[src/ctrlPkg.sv]
//**************************************************************************
// Shared types for the multicycle RV32I control unit.
// Opcode values follow the base RV32I map; opNop is the all-zero word.
// Every enum has its zero encoding as the first member.
//**************************************************************************
`default_nettype none

package ctrlPkg;

    // Major opcodes recognized by the decoder
    typedef enum logic [6:0] {
        opNop   = 7'b0000000,
        opLoad  = 7'b0000011,
        opIType = 7'b0010011,
        opStore = 7'b0100011,
        opRType = 7'b0110011,
        opBeq   = 7'b1100011,
        opJal   = 7'b1101111
    } opcodeE;

    // funct3 of sltu, not supported by the ALU
    localparam logic [2:0] funct3Sltu = 3'd3;

    // Instruction class after decode
    typedef enum logic [2:0] {
        clsLoad,
        clsStore,
        clsRType,
        clsIType,
        clsJal,
        clsBeq,
        clsNop,
        clsIllegal
    } instrClassE;

    // Immediate extender format
    typedef enum logic [1:0] {
        immI = 2'b00,
        immS = 2'b01,
        immB = 2'b10,
        immJ = 2'b11
    } immSrcE;

    // ALU operation code, also the aluControl field
    typedef enum logic [2:0] {
        aluAdd,
        aluSub,
        aluSll,
        aluSlt,
        aluXor,
        aluSrl,
        aluOr,
        aluAnd
    } aluOpE;

    // ALU operand A mux
    typedef enum logic [1:0] {
        srcAPc,
        srcAOldPc,
        srcAReg
    } srcAE;

    // ALU operand B mux
    typedef enum logic [1:0] {
        srcBReg,
        srcBImm,
        srcBFour
    } srcBE;

    // Result bus mux
    typedef enum logic [1:0] {
        rsAluOut,
        rsData,
        rsAluResult
    } resultSrcE;

    // FSM states
    typedef enum logic [3:0] {
        stIdle,
        stFetch,
        stDecode,
        stMemAddr,
        stMemRead,
        stMemWB,
        stMemWrite,
        stExecuteR,
        stExecuteI,
        stAluWB,
        stJal,
        stBeq,
        stError
    } stateE;

    // Decoder result, 8 bits
    typedef struct packed {
        instrClassE instrClass;
        immSrcE     immSrc;
        aluOpE      aluOp;
    } decodeT;

    // Datapath control word, 16 bits
    typedef struct packed {
        logic      pcWrite;
        logic      adrSrc;
        logic      memWrite;
        logic      irWrite;
        logic      regWrite;
        resultSrcE resultSrc;
        srcAE      aluSrcA;
        srcBE      aluSrcB;
        aluOpE     aluControl;
        immSrcE    immSrc;
    } ctrlT;

    // Quiet word used in idle and error
    localparam ctrlT idleCtrl = '0;

endpackage

`default_nettype wire
[src/multicycleController.sv]
//**************************************************************************
// Control unit of the multicycle RV32I CPU.
// instr is the instruction-register output, zero the ALU flag.
//**************************************************************************
`timescale 1ns/100ps
`default_nettype none

module multicycleController
    import ctrlPkg::*;
(
    input  wire logic        clk,
    input  wire logic        reset,
    input  wire logic [31:0] instr,
    input  wire logic        zero,
    output ctrlT             ctrl,
    output logic             halted
);

    decodeT decode;
    stateE  state;

    // Field decode of the held instruction
    instrDecoder decoder (
        .instr  (instr),
        .decode (decode)
    );

    // FSM
    stateSequencer sequencer (
        .clk        (clk),
        .reset      (reset),
        .instrClass (decode.instrClass),
        .state      (state)
    );

    // Moore outputs
    controlWordGen wordGen (
        .state  (state),
        .decode (decode),
        .zero   (zero),
        .ctrl   (ctrl),
        .halted (halted)
    );

endmodule

`default_nettype wire

[src/controlWordGen.sv]
//**************************************************************************
// Moore output decode: state plus decode result to the control word.
// pcWrite in stBeq follows zero combinationally, nothing else does.
// Unlisted fields stay zero in every state.
//**************************************************************************
`timescale 1ns/100ps
`default_nettype none

module controlWordGen
    import ctrlPkg::*;
(
    input  wire stateE  state,
    input  wire decodeT decode,
    input  wire logic   zero,
    output ctrlT        ctrl,
    output logic        halted
);

    // Control word per state
    always_comb
    begin
        ctrl = idleCtrl;
        case (state)
            // PC <- PC + 4, latch instruction
            stFetch:
            begin
                ctrl.irWrite    = 1'b1;
                ctrl.pcWrite    = 1'b1;
                ctrl.aluSrcA    = srcAPc;
                ctrl.aluSrcB    = srcBFour;
                ctrl.aluControl = aluAdd;
                ctrl.resultSrc  = rsAluResult;
            end

            // Branch target oldPC + imm, speculative
            stDecode:
            begin
                ctrl.aluSrcA    = srcAOldPc;
                ctrl.aluSrcB    = srcBImm;
                ctrl.aluControl = aluAdd;
                ctrl.immSrc     = decode.immSrc;
            end

            // Effective address rs1 + imm
            stMemAddr:
            begin
                ctrl.aluSrcA    = srcAReg;
                ctrl.aluSrcB    = srcBImm;
                ctrl.aluControl = aluAdd;
                ctrl.immSrc     = decode.immSrc;
            end

            // Address from ALUOut
            stMemRead:
            begin
                ctrl.adrSrc    = 1'b1;
                ctrl.resultSrc = rsAluOut;
            end

            // rd <- memory data
            stMemWB:
            begin
                ctrl.resultSrc = rsData;
                ctrl.regWrite  = 1'b1;
            end

            // Mem[ALUOut] <- rs2
            stMemWrite:
            begin
                ctrl.adrSrc    = 1'b1;
                ctrl.memWrite  = 1'b1;
                ctrl.resultSrc = rsAluOut;
            end

            // rs1 op rs2
            stExecuteR:
            begin
                ctrl.aluSrcA    = srcAReg;
                ctrl.aluSrcB    = srcBReg;
                ctrl.aluControl = decode.aluOp;
            end

            // rs1 op imm
            stExecuteI:
            begin
                ctrl.aluSrcA    = srcAReg;
                ctrl.aluSrcB    = srcBImm;
                ctrl.aluControl = decode.aluOp;
                ctrl.immSrc     = decode.immSrc;
            end

            // rd <- ALUOut
            stAluWB:
            begin
                ctrl.resultSrc = rsAluOut;
                ctrl.regWrite  = 1'b1;
            end

            // PC <- target from decode, ALU forms return address
            stJal:
            begin
                ctrl.pcWrite    = 1'b1;
                ctrl.aluSrcA    = srcAOldPc;
                ctrl.aluSrcB    = srcBFour;
                ctrl.aluControl = aluAdd;
                ctrl.resultSrc  = rsAluOut;
            end

            // Compare rs1 - rs2, take branch on zero
            stBeq:
            begin
                ctrl.aluSrcA    = srcAReg;
                ctrl.aluSrcB    = srcBReg;
                ctrl.aluControl = aluSub;
                ctrl.resultSrc  = rsAluOut;
                ctrl.pcWrite    = zero;
            end

            // Idle and error keep the quiet word
            default:
            begin
                ctrl = idleCtrl;
            end
        endcase
    end

    assign halted = (state == stError);

    // Memory and register file never written in the same cycle
    noDualWrite: assert final (!(ctrl.memWrite && ctrl.regWrite));

    // Instruction latch always paired with the PC update
    irImpliesPc: assert final (!ctrl.irWrite || ctrl.pcWrite);

endmodule

`default_nettype wire

[src/stateSequencer.sv]
//**************************************************************************
// Moore FSM state register for the multicycle controller.
// One state per clock; stError is left only through reset.
//**************************************************************************
`timescale 1ns/100ps
`default_nettype none

module stateSequencer
    import ctrlPkg::*;
(
    input  wire logic       clk,
    input  wire logic       reset,
    input  wire instrClassE instrClass,
    output stateE           state
);

    stateE nextState;

    // State register
    always_ff @(posedge clk or posedge reset)
    begin
        if (reset)
        begin
            state <= stIdle;
        end
        else
        begin
            state <= nextState;
        end
    end

    // Next-state logic
    always_comb
    begin
        case (state)
            stIdle:   nextState = stFetch;
            stFetch:  nextState = stDecode;

            // Dispatch by instruction class
            stDecode:
            begin
                case (instrClass)
                    clsLoad:  nextState = stMemAddr;
                    clsStore: nextState = stMemAddr;
                    clsRType: nextState = stExecuteR;
                    clsIType: nextState = stExecuteI;
                    clsJal:   nextState = stJal;
                    clsBeq:   nextState = stBeq;
                    // nop skips straight to the next fetch
                    clsNop:   nextState = stFetch;
                    default:  nextState = stError;
                endcase
            end

            // Load and store split after the address
            stMemAddr:
            begin
                if (instrClass == clsLoad)
                    nextState = stMemRead;
                else
                    nextState = stMemWrite;
            end

            stMemRead:  nextState = stMemWB;

            // Last state of an instruction
            stMemWB:    nextState = stFetch;
            stMemWrite: nextState = stFetch;
            stAluWB:    nextState = stFetch;
            stBeq:      nextState = stFetch;

            // Results written back in aluWB
            stExecuteR: nextState = stAluWB;
            stExecuteI: nextState = stAluWB;
            stJal:      nextState = stAluWB;

            // Sticky until reset
            stError:    nextState = stError;
            default:    nextState = stError;
        endcase
    end

    // Register only ever holds a named state
    stateLegal: assert property (
        @(posedge clk) disable iff (reset)
        state inside {stIdle, stFetch, stDecode, stMemAddr, stMemRead,
                      stMemWB, stMemWrite, stExecuteR, stExecuteI,
                      stAluWB, stJal, stBeq, stError}
    );

    // Illegal class in decode lands in error and stays there
    errorSticky: assert property (
        @(posedge clk) disable iff (reset)
        (state == stDecode && instrClass == clsIllegal) |=> (state == stError)[*2]
    );

endmodule

`default_nettype wire

[src/instrDecoder.sv]
//**************************************************************************
// Purely combinational decode of the instruction-register word.
// instr must hold steady from decode until the next fetch.
// sltu (funct3 3) on R-type or I-type is flagged illegal.
//**************************************************************************
`timescale 1ns/100ps
`default_nettype none

module instrDecoder
    import ctrlPkg::*;
(
    input  wire logic [31:0] instr,
    output decodeT           decode
);

    // Instruction fields
    logic [6:0] opField;
    logic [2:0] funct3;
    logic       funct7b5;

    instrClassE instrClass;
    immSrcE     immSrc;
    aluOpE      aluOp;

    assign opField  = instr[6:0];
    assign funct3   = instr[14:12];
    assign funct7b5 = instr[30];

    // Opcode to class
    always_comb
    begin
        case (opField)
            opLoad:  instrClass = clsLoad;
            opStore: instrClass = clsStore;
            opJal:   instrClass = clsJal;
            opBeq:   instrClass = clsBeq;
            opNop:   instrClass = clsNop;
            // ALU classes lose sltu
            opRType: instrClass = (funct3 == funct3Sltu) ? clsIllegal : clsRType;
            opIType: instrClass = (funct3 == funct3Sltu) ? clsIllegal : clsIType;
            default: instrClass = clsIllegal;
        endcase
    end

    // Immediate format per class
    always_comb
    begin
        case (instrClass)
            clsStore: immSrc = immS;
            clsBeq:   immSrc = immB;
            clsJal:   immSrc = immJ;
            // Load, ALU, nop and illegal all use I format
            default:  immSrc = immI;
        endcase
    end

    // ALU operation from funct3, only for ALU classes
    always_comb
    begin
        aluOp = aluAdd;
        if (instrClass == clsRType || instrClass == clsIType)
        begin
            case (funct3)
                3'd0:
                begin
                    // sub only exists in R format
                    if (instrClass == clsRType && funct7b5)
                        aluOp = aluSub;
                    else
                        aluOp = aluAdd;
                end
                3'd1:    aluOp = aluSll;
                3'd2:    aluOp = aluSlt;
                3'd4:    aluOp = aluXor;
                3'd5:    aluOp = aluSrl;
                3'd6:    aluOp = aluOr;
                3'd7:    aluOp = aluAnd;
                // sltu already filtered out as illegal
                default: aluOp = aluAdd;
            endcase
        end
    end

    // Pack the result
    assign decode = '{
        instrClass: instrClass,
        immSrc:     immSrc,
        aluOp:      aluOp
    };

endmodule

`default_nettype wire

[config.mk]
export PLATFORM = sky130hd
export DESIGN_NAME = multicycleController
export DESIGN_NICKNAME = d
export VERILOG_FILES = /design/src/ctrlPkg.sv /design/src/multicycleController.sv /design/src/controlWordGen.sv /design/src/stateSequencer.sv /design/src/instrDecoder.sv
export SDC_FILE = /design/constraint.sdc
export NUM_CORES = 1
export LEC_CHECK = 0
export BUFFER_PORTS_ARGS = -buffer_cell sky130_fd_sc_hd__buf_2
export CAP_MARGIN = 20
export CORE_UTILIZATION = 38
export CTS_BUF_LIST = sky130_fd_sc_hd__clkbuf_16
export CTS_CLUSTER_SIZE = 20
export DETAILED_ROUTE_END_ITERATION = 16
export PLACE_DENSITY = 0.89
export SYNTH_ARGS = -nofsm -noshare
export SYNTH_HDL_FRONTEND = slang
export SYNTH_SLANG_ARGS = --single-unit
export TNS_END_PERCENT = 1
[constraint.sdc]
create_clock -name clk -period 1.9 [get_ports clk]
set_input_delay 0.095 -clock clk [delete_from_list [all_inputs] [get_ports clk]]
set_output_delay 0.095 -clock clk [all_outputs]
set_load 0.01 [all_outputs]
==> results_dict.tcl, run 1 <==
set metrics [dict create \
    synth_area_leaders "dfrtp_1 16%, nor2_1 7.8%, nand2b_1 4.0%" \
    p_per_area_mw_per_mm2 1340 \
    internal_power_uw 700 \
    syn_nets 126 \
    reg_top3 "sequencer.state x4" \
    cp.arrival_ns 1.82 \
    path_class "reg -> out" \
    ys_seq_area_frac 0.159 \
    synthArstFlopShare 1.00 \
    place_congestion 0.892 \
    final_area_um2 902 \
    holdWs_ns 0.286 \
    initial_core_util 0.412 \
    cts_max_path_buffers 2 \
    nets 161 \
    final_common_cell "buf_2" \
    rsz0062_at_grt "yes" \
    pre_cts_ws_ns 0.136 \
    netSwitchingFraction 0.421 \
    path_max_fanout 2 \
    slew_headroom 0.725 \
    grt_max_degree 15 \
    final.min_clock_period_ns 1.92 \
    synth-edff-count 0 \
    drt-initial-drc-count 8 \
    ant_nets 0 \
    drc_errors 0 \
    hold_path_class "in -> reg" \
    pwr-share-clk 0.271 \
    drt_first_pass_iters 5 \
    ys_warn_count 0 \
    hold_violations 0 \
    ys_types 38 \
    die-width_um 42.7 \
    num_vias 816 \
    hpwl_mm 1.40 \
    finalNonFillerCells 140 \
    antenna_cells 0 \
    gr-total-overflow 0 \
    die-area_mm2 0.00182 \
    setup_viol_count_final 2 \
    num_rows 14 \
    io_buffer_count 30 \
    cts_made_buffers 3 \
    power_switching_uw 509 \
    clkTransAtPathRegs_ns 0.03 \
    ys.flop_type "dfrtp_1" \
    critPathLaunchType "flip-flop" \
    clockRootBuffer "clkbuf_16" \
    maxCapViolCount 0 \
    synth_top_cell_area_share 0.159 \
    grt_pass1_wl_mm 3.13 \
    first_global_vias 735 \
    wirelength_mm 1.93 \
    post_drt_wl_per_cell_um 13.8 \
    area_growth_pct 43.6 \
    yosys.area.top_type "dfrtp_1" \
    min_period_over_period 1.01 \
    vias_per_cell 5.83 \
    clock.fmax_mhz 521 \
    placed_cell_area_um2 797 \
    top_register "sequencer.state" \
    die_height_um 42.7 \
    ir_worst_vdd_mv 0.534 \
    synth_seq_cells 4 \
    seqPwrFrac 0.120 \
    p_comb_frac 0.609 \
    cellLeakagePower_uw 0.000427 \
    timing.final.ws_setup_ns -0.0195 \
    layout-drive-gt1-share 0.363 \
    tightest_slew_ns 0.409 \
    tritoncts "done" \
    grt_util_all_layers 0.226 \
    fp.coreArea_mm2 0.00152 \
    largest_register_ffs 4 \
    synthesis.area_um2 628 \
    clk_latency_ns 0.22 \
    crit_required_ns 1.80 \
    dp_cells 135 \
    violations "setup timing" \
    fin_worst_skew_ns 0.000414 \
    outcome "complete, but fails checks" \
    cp-end-kind "output pin" \
    clkSinkCount 4 \
    synth.avg_cell_area_um2 6.90 \
    syn_inst 91 \
    antenna_found_initial 0 \
    final_cell_mix "30 x buf_2, 13 x nor2_1, 6 x buf_4" \
    htree_levels 1 \
    maxSlewViolCount 0 \
    io_pins 52 \
    design_power_total_uw 1210 \
]
[area by class of cell]
class | count | area, um2
well taps | 16 | 20.0
flip-flops and latches | 4 | 100
repair buffers | 37 | 205
fillers | 135 | 622
inverters | 4 | 15.0
multi-input cells | 76 | 487
clock buffers | 3 | 75.1
[worst max-delay path, stage by stage, from the launching register on]
cell,delay [ns]
dfrtp_1,0.37
or4b_4,0.55
o21a_1,0.15
a2111o_1,0.29
o22ai_1,0.10
buf_2,0.15
[power groups by stage]
stage	logic [uW]	clock network, uW	registers (uW)
after global routing	805	339	147
after global placement	676	0	141
after detailed placement	703	0	144
after CTS	724	323	143
after floorplan	493	0	141
final	737	327	145
[per-layer routing]
metal / GRT usage / vias up / routed length, um
met5: 0 / - / 0
met4: 0.0938 / 0 / 20
met3: 0.0426 / 2 / 59
met2: 0.397 / 27 / 1020
met1: 0.265 / 380 / 824
li1: - / 407 / -
[metrics by stage]
stage | utilization | setup TNS (ns)
6_report | 0.592 | -0.0198
3_5_place_dp | 0.523 | 0
3_3_place_gp | 0.523 | 0
4_1_cts | 0.592 | -0.0291
5_1_grt | 0.592 | -0.193
2_1_floorplan | - | 0
[repair_timing]
| item | CTS | global route |
|---|---|---|
| hold buffers | 1 | 0 |
| pin swaps | 4 | 1 |
| endpoints found under the hold margin | 4 | 0 |
| setup buffers | 1 | 0 |
| endpoints found under the setup margin | 1 | 3 |
| resized for setup | 2 | 0 |
[cell usage after synthesis (all sizes together), types with 3 or more instances]
cell type and instances:
nor2 13, nor3 6, nand2 5, a21oi 4, clkbuf 4, dfrtp 4, inv 4, nand2b 4
nand3 4, nor4 4, and2 3, buf 3, nand4 3, o22ai 3
[worst paths after layout]
check	slack, ns	from	endpoint	cells past startpoint
setup / recovery	-0.02	sequencer.state[0]	ctrl[2]	5
hold / removal	0.29	instr[4]	sequencer.state[2]	3
setup reg to reg	0.55	sequencer.state[1]	sequencer.state[1]	4
hold reg to reg	0.66	sequencer.state[0]	sequencer.state[0]	2
max in group asynchronous	1.45	reset	sequencer.state[2]	3
min in group asynchronous	0.31	reset	sequencer.state[0]	3
[logic make-up (layout without fill, tap and decap cells)]
group / Yosys count / in the layout / synth area share
AO/OA/AOI/OAI: 21 / 21 / 0.245
XOR/XNOR: 3 / 3 / 0.0418
buffers and inverters: 11 / 44 / 0.0856
flip-flops: 4 / 4 / 0.159
multiplexers: 2 / 2 / 0.0339
AND/OR/NAND/NOR: 50 / 50 / 0.434
Note: power is estimated with default switching activity, not from simulation.
==> run 2: changes to the inputs <==
ABC_AREA = 1   (was not set)
CORE_UTILIZATION = 40   (was 38)
==> run 2 against run 1 <==
Against the previous run:
- clock skew grew 0.0013 ns
- critical endpoint is now ctrl[3]
- largest cell class unchanged
- non-clock buffer count shrank 6
- the run now ends clean
- area after synthesis grew 16%
- hold slack gained 0.010 ns
- maximum frequency grew 8.9%
- highest routed layer unchanged
- die area grew 9.5%
- critical path depth grew 4
==> results_dict.tcl, run 2 <==
set metrics [dict create \
    nets 204 \
    p_comb_frac 0.125 \
    internal_power_uw 378 \
    first_global_vias 782 \
    cp_num_buf_inv 3 \
    path_max_fanout 5 \
    synthAdderAreaFrac 0 \
    final_common_cell "buf_2" \
    cts_max_path_buffers 2 \
    place_congestion 0.885 \
    tritoncts "done" \
    fp.coreArea_mm2 0.00171 \
    tightest_slew_ns 0.322 \
    yosys.area.top_type "nand2_1" \
    hpwl_mm 1.50 \
    layout-drive-gt1-share 0.317 \
    synthesis.area_um2 727 \
    ant_nets 0 \
    rsz0062_at_grt "no" \
    cp-end-kind "output pin" \
    hold_path_class "in -> async" \
    io_pins 52 \
    ys.flop_type "dfrtp_1" \
    antenna_found_initial 0 \
    cp_slowest_cell "dfrtp_1" \
    post_drt_wl_per_cell_um 9.76 \
    synth_area_leaders "nand2_1 15%, nor2_1 15%, dfrtp_1 14%" \
    synthSimpleGateAreaFrac 0.570 \
    p_per_area_mw_per_mm2 478 \
    synth-edff-count 0 \
    largest_register_ffs 4 \
    cp.arrival_ns 1.67 \
    muxShareOfSynthArea 0 \
    postCtsSetupRepairBufs 0 \
    pwr-share-clk 0.694 \
    ys_warn_count 0 \
    final_area_um2 993 \
    antenna_cells 0 \
    cts_made_buffers 3 \
    synth_common_cells "30 x nand2_1, 30 x nor2_1, 25 x inv_1" \
    gr-total-overflow 0 \
    critPathLaunchType "flip-flop" \
    synth_top_cell_area_share 0.155 \
    crit_path_start "sequencer.state[2]" \
    ys_types 24 \
    drt-initial-drc-count 6 \
    maxCapViolCount 0 \
    outcome "finished, final reports clean" \
    grt_pass1_wl_mm 2.92 \
    final_cell_mix "30 x buf_2, 29 x nand2_1, 28 x nor2_1" \
    r2r_start "sequencer.state[3]" \
    wirelength_mm 1.87 \
    cp_top_family "simple AND/OR/NAND/NOR gates" \
    final.min_clock_period_ns 1.76 \
    num-fill-cells 167 \
    fin_worst_skew_ns 0.00167 \
    vias_per_cell 4.82 \
    die_height_um 44.6 \
    path_class "reg -> out" \
    hold_violations 0 \
    pre_cts_ws_ns 0.370 \
    grt_util_all_layers 0.201 \
    cellLeakagePower_uw 0.000573 \
    max_stage_delay_ns 0.39 \
    crit_top_cell "inv_1" \
    drt_first_pass_iters 4 \
    clkSinkCount 4 \
    area_growth_pct 36.7 \
    syn_inst 134 \
    final_util 0.582 \
    synth.avg_cell_area_um2 5.42 \
    synth-compound-area-share 0.114 \
    placed_cell_area_um2 901 \
    clkTransAtPathRegs_ns 0.03 \
    drc_errors 0 \
    io_buffer_count 30 \
    fin_setup_tns_ns 0 \
    num_vias 926 \
    power_switching_uw 96.9 \
    synth_seq_cells 4 \
    seqPwrFrac 0.181 \
    ys_seq_area_frac 0.138 \
    num_rows 15 \
    ir_worst_vdd_mv 0.286 \
    clk_latency_ns 0.23 \
    synth_xor_area_frac 0.0241 \
    clockRootBuffer "clkbuf_16" \
    timing.final.ws_setup_ns 0.138 \
    slew_headroom 0.785 \
    syn_nets 169 \
    min_period_over_period 0.928 \
    die-area_mm2 0.00199 \
    die-width_um 44.6 \
    initial_core_util 0.426 \
    clock.fmax_mhz 567 \
    top_register "sequencer.state" \
    maxSlewViolCount 0 \
    netSwitchingFraction 0.204 \
    synthArstFlopShare 1.00 \
    crit_chain "inv_1 > nand2_2 > nor2_2 > a21oi_1 > nand2_1 > inv_1 > o211ai_1 > nor3b_2 > buf_2" \
    reg_top3 "sequencer.state x4" \
    htree_levels 1 \
    synth_top_family_by_area "simple AND/OR/NAND/NOR gates" \
    setup_viol_count_final 0 \
    crit_required_ns 1.80 \
    grt_max_degree 8 \
]
-- run 2: changes by cell type in the layout (fill, tap and decap cells not counted), sizes merged, moves of 3 or more --
cell | before | now
o22ai | 3 | 0
and2 | 3 | 0
nor2 | 13 | 36
buf | 36 | 30
nand2b | 4 | 0
nand3 | 4 | 10
nand2 | 5 | 34
nor3 | 6 | 2
nor4 | 4 | 0
inv | 4 | 28
-- run 2: area by class of cell --
type                       count  area (um2)  share of cell area
inverter                      28         105               0.106
clock buffer                   3        75.1              0.0756
timing repair buffer          31         160               0.161
multi-input combinational    101         522               0.525
sequential                     4         100               0.101
tap                           25        31.3              0.0315
-- run 2: timing repair --
item,4_1_cts,5_1_grt
endpoints found under the hold margin,4,0
hold buffers,1,0
resized for setup,0,3
setup endpoints to repair,0,2
-- run 2: per-stage QoR --
stage / power (uW) / cells / hold slack, ns
6_report: 475 / 192 / 0.296
5_1_grt: 492 / 192 / 0.337
4_1_cts: 475 / 192 / 0.299
3_5_place_dp: 144 / 188 / -0.0199
3_3_place_gp: 141 / 188 / -0.0286
2_1_floorplan: 118 / 134 / -0.139
-- run 2: per-layer routing --
layer | GRT usage | routed length [um]
met4 | 0.109 | 36
met1 | 0.208 | 776
met2 | 0.385 | 977
met5 | 0 | 0
met3 | 0.0245 | 83
-- run 2: cell families (layout without fill, tap and decap cells) --
family	after synthesis	count (layout)
AOI/OAI and AO/OA	13	13
xor gates and xnor gates	2	2
buffers and inverters	29	62
DFF	4	4
and+or+nand+nor	86	86
-- run 2: worst register-to-register path, cell delays in order, from the launching register on --
cell and delay (ns):
dfrtp_1 0.42, nor2_1 0.22, inv_1 0.13, nor2_1 0.25, nand2_1 0.10, nand2_1 0.08
-- run 2: final timing paths --
path | end | slack, ns | depth (start not counted)
max | ctrl[3] | 0.14 | 9
min | sequencer.state[2] | 0.30 | 3
max reg2reg | sequencer.state[0] | 0.64 | 5
min reg2reg | sequencer.state[2] | 0.60 | 2
max in group asynchronous | sequencer.state[1] | 1.46 | 3
min in group clk | sequencer.state[1] | 0.36 | 5
-- run 2: power by group through the flow --
stage | Combinational, uW | Clock [uW] | Sequential, uW
2_1_floorplan | 31.7 | 0 | 86.7
3_5_place_dp | 57.1 | 0 | 86.7
3_3_place_gp | 54.2 | 0 | 86.7
4_1_cts | 59.3 | 330 | 85.8
6_report | 59.3 | 330 | 85.8
5_1_grt | 66.5 | 340 | 85.8
==> run 3: changes to the inputs <==
CTS_CLUSTER_DIAMETER = 30   (was not set)
PLACE_DENSITY = 0.81   (was 0.89)
==> run 3 against run 2 <==
Against the previous run:
- die area unchanged
- largest cell class unchanged
- final cell count stayed put
- critical path depth increased by 1
- routed wire length down 8.5%
- via count fell by 4.0%
- utilization is 0.073 points lower
==> results_dict.tcl, run 3 (synthesized netlist as in run 2, its figures left out) <==
set metrics [dict create \
    grt_util_all_layers 0.197 \
    dp_cells 188 \
    holdWs_ns 0.295 \
    num_vias 889 \
    highest_layer "met3" \
    cp_num_buf_inv 2 \
    nets 204 \
    reg_top3 "sequencer.state x4" \
    path_max_fanout 5 \
    tightest_slew_ns 0.300 \
    seqPwrFrac 0.183 \
    clkSinkCount 4 \
    ir_worst_vdd_mv 0.367 \
    final_cell_mix "30 x nand2_1, 30 x buf_2, 29 x nor2_1" \
    fp.coreArea_mm2 0.00171 \
    pwr-share-clk 0.696 \
    drt_first_pass_iters 4 \
    crit_path_start "sequencer.state[2]" \
    path_class "reg -> out" \
    num_rows 15 \
    drc_errors 0 \
    power_switching_uw 92.1 \
    hpwl_mm 1.43 \
    place_congestion 0.894 \
    clk_latency_ns 0.22 \
    cts_max_path_buffers 2 \
    m1WireLength_um 781 \
    min_period_over_period 0.924 \
    final_area_um2 992 \
    final.min_clock_period_ns 1.76 \
    htree_levels 1 \
    layout-drive-gt1-share 0.311 \
    cts_made_buffers 3 \
    crit_required_ns 1.80 \
    outcome "finished, final reports clean" \
    maxCapViolCount 0 \
    finalNonFillerCells 192 \
    clockRootBuffer "clkbuf_16" \
    crit_top_cell "nand2_1" \
    maxSlewViolCount 0 \
    top_register "sequencer.state" \
    regToRegEndpoint "sequencer.state[2]" \
    netSwitchingFraction 0.196 \
    cellLeakagePower_uw 0.000573 \
    wl_met2_um 842 \
    fin_worst_skew_ns 0.00330 \
    gr-total-overflow 0 \
    initial_core_util 0.426 \
    internal_power_uw 378 \
    antenna_found_initial 0 \
    crit_chain "inv_1 > nand2_1 > nor2_2 > a21oi_2 > nor2_2 > nand3_1 > nor2_1 > nand2_1 > nand2_1 > buf_2" \
    grt_pass1_wl_mm 2.96 \
    io_buffer_count 30 \
    hold_path_class "in -> async" \
    cp.arrival_ns 1.66 \
    area_growth_pct 36.5 \
    placed_cell_area_um2 901 \
    cp-end-kind "output pin" \
    clkTransAtPathRegs_ns 0.03 \
    drt-initial-drc-count 13 \
    postCtsSetupRepairBufs 0 \
    die_height_um 44.6 \
    clock.fmax_mhz 569 \
    largest_register_ffs 4 \
    die-area_mm2 0.00199 \
    rr_worst_depth 6 \
    critPathLaunchType "flip-flop" \
    cp_top_family "simple AND/OR/NAND/NOR gates" \
    wirelength_mm 1.71 \
    cp_num_cells 10 \
    grt_max_degree 8 \
    p_comb_frac 0.121 \
    ff2ff_setup_slack_ns 0.65 \
    hold_violations 0 \
    setup_viol_count_final 0 \
    ant_nets 0 \
    first_global_vias 773 \
    vias_per_cell 4.63 \
    critPathCapture "ctrl[2]" \
    r2r_start "sequencer.state[2]" \
    tritoncts "done" \
    max_stage_delay_ns 0.42 \
    p_per_area_mw_per_mm2 474 \
    antenna_cells 0 \
    met3_length_um 90 \
    io_pins 52 \
    slew_headroom 0.798 \
    post_drt_wl_per_cell_um 8.93 \
    cp_slowest_cell "dfrtp_1" \
    die-width_um 44.6 \
]
==> run 3: cell counts in the layout (fill, tap and decap cells not counted) <==
Identical to the previous run, type by type.
==> run 3: repair_timing <==
| action | 4_1_cts | 5_1_grt |
|---|---|---|
| setup endpoints to repair | 0 | 2 |
| hold buffers | 1 | 0 |
| gates resized for setup | 0 | 2 |
| endpoints found under the hold margin | 4 | 0 |
==> run 3: worst min path at each step <==
stage               slack (ns)                  to  cells after the start  startpoint
finish                    0.30  sequencer.state[3]                      3       reset
global route              0.35  sequencer.state[2]                      3       reset
CTS                       0.30  sequencer.state[2]                      3       reset
detailed placement       -0.03  sequencer.state[2]                      2       reset
global placement         -0.03  sequencer.state[2]                      2       reset
floorplan                -0.14  sequencer.state[0]                      1       reset
==> run 3: per-layer routing <==
| layer | vias up | GRT usage |
|---|---|---|
| met2 | 33 | 0.344 |
| met1 | 375 | 0.244 |
| met5 | - | 0 |
| met4 | 0 | 0.0545 |
| li1 | 481 | - |
| met3 | 0 | 0.0367 |
==> run 3: per-stage QoR <==
| stage | setup slack, ns | total power (uW) | util | setup TNS, ns |
|---|---|---|---|---|
| 2_1_floorplan | 0.547 | 118 | - | 0 |
| 3_3_place_gp | 0.366 | 141 | 0.527 | 0 |
| 3_5_place_dp | 0.340 | 142 | 0.527 | 0 |
| 4_1_cts | 0.0939 | 471 | 0.577 | 0 |
| 5_1_grt | -0.000352 | 488 | 0.581 | -0.000352 |
| 6_report | 0.144 | 470 | 0.581 | 0 |
==> run 3: worst register-to-register path, delay by kind of cell (launching register included) <==
| kind | cells | cell delay (ns) |
|---|---|---|
| DFF | 1 | 0.42 |
| AOI/OAI and AO/OA | 1 | 0.27 |
| and+or+nand+nor | 3 | 0.24 |
| buffers and inverters | 2 | 0.21 |
==> run 3: area by class of cell <==
cell class / count / area (um2)
inverters: 28 / 105
well taps: 25 / 31.3
fillers: 179 / 716
clock buffers: 3 / 75.1
repair buffers: 31 / 160
flip-flops and latches: 4 / 100
multi-input cells: 101 / 520
==> run 3: power groups by stage <==
| stage | sequential [uW] | clock [uW] | combinational [uW] |
|---|---|---|---|
| after floorplan | 86.7 | 0 | 31.7 |
| after global routing | 85.8 | 336 | 66.7 |
| after detailed placement | 86.7 | 0 | 55.5 |
| after CTS | 85.8 | 327 | 57.4 |
| final | 85.8 | 327 | 57.0 |
| after global placement | 86.7 | 0 | 53.9 |
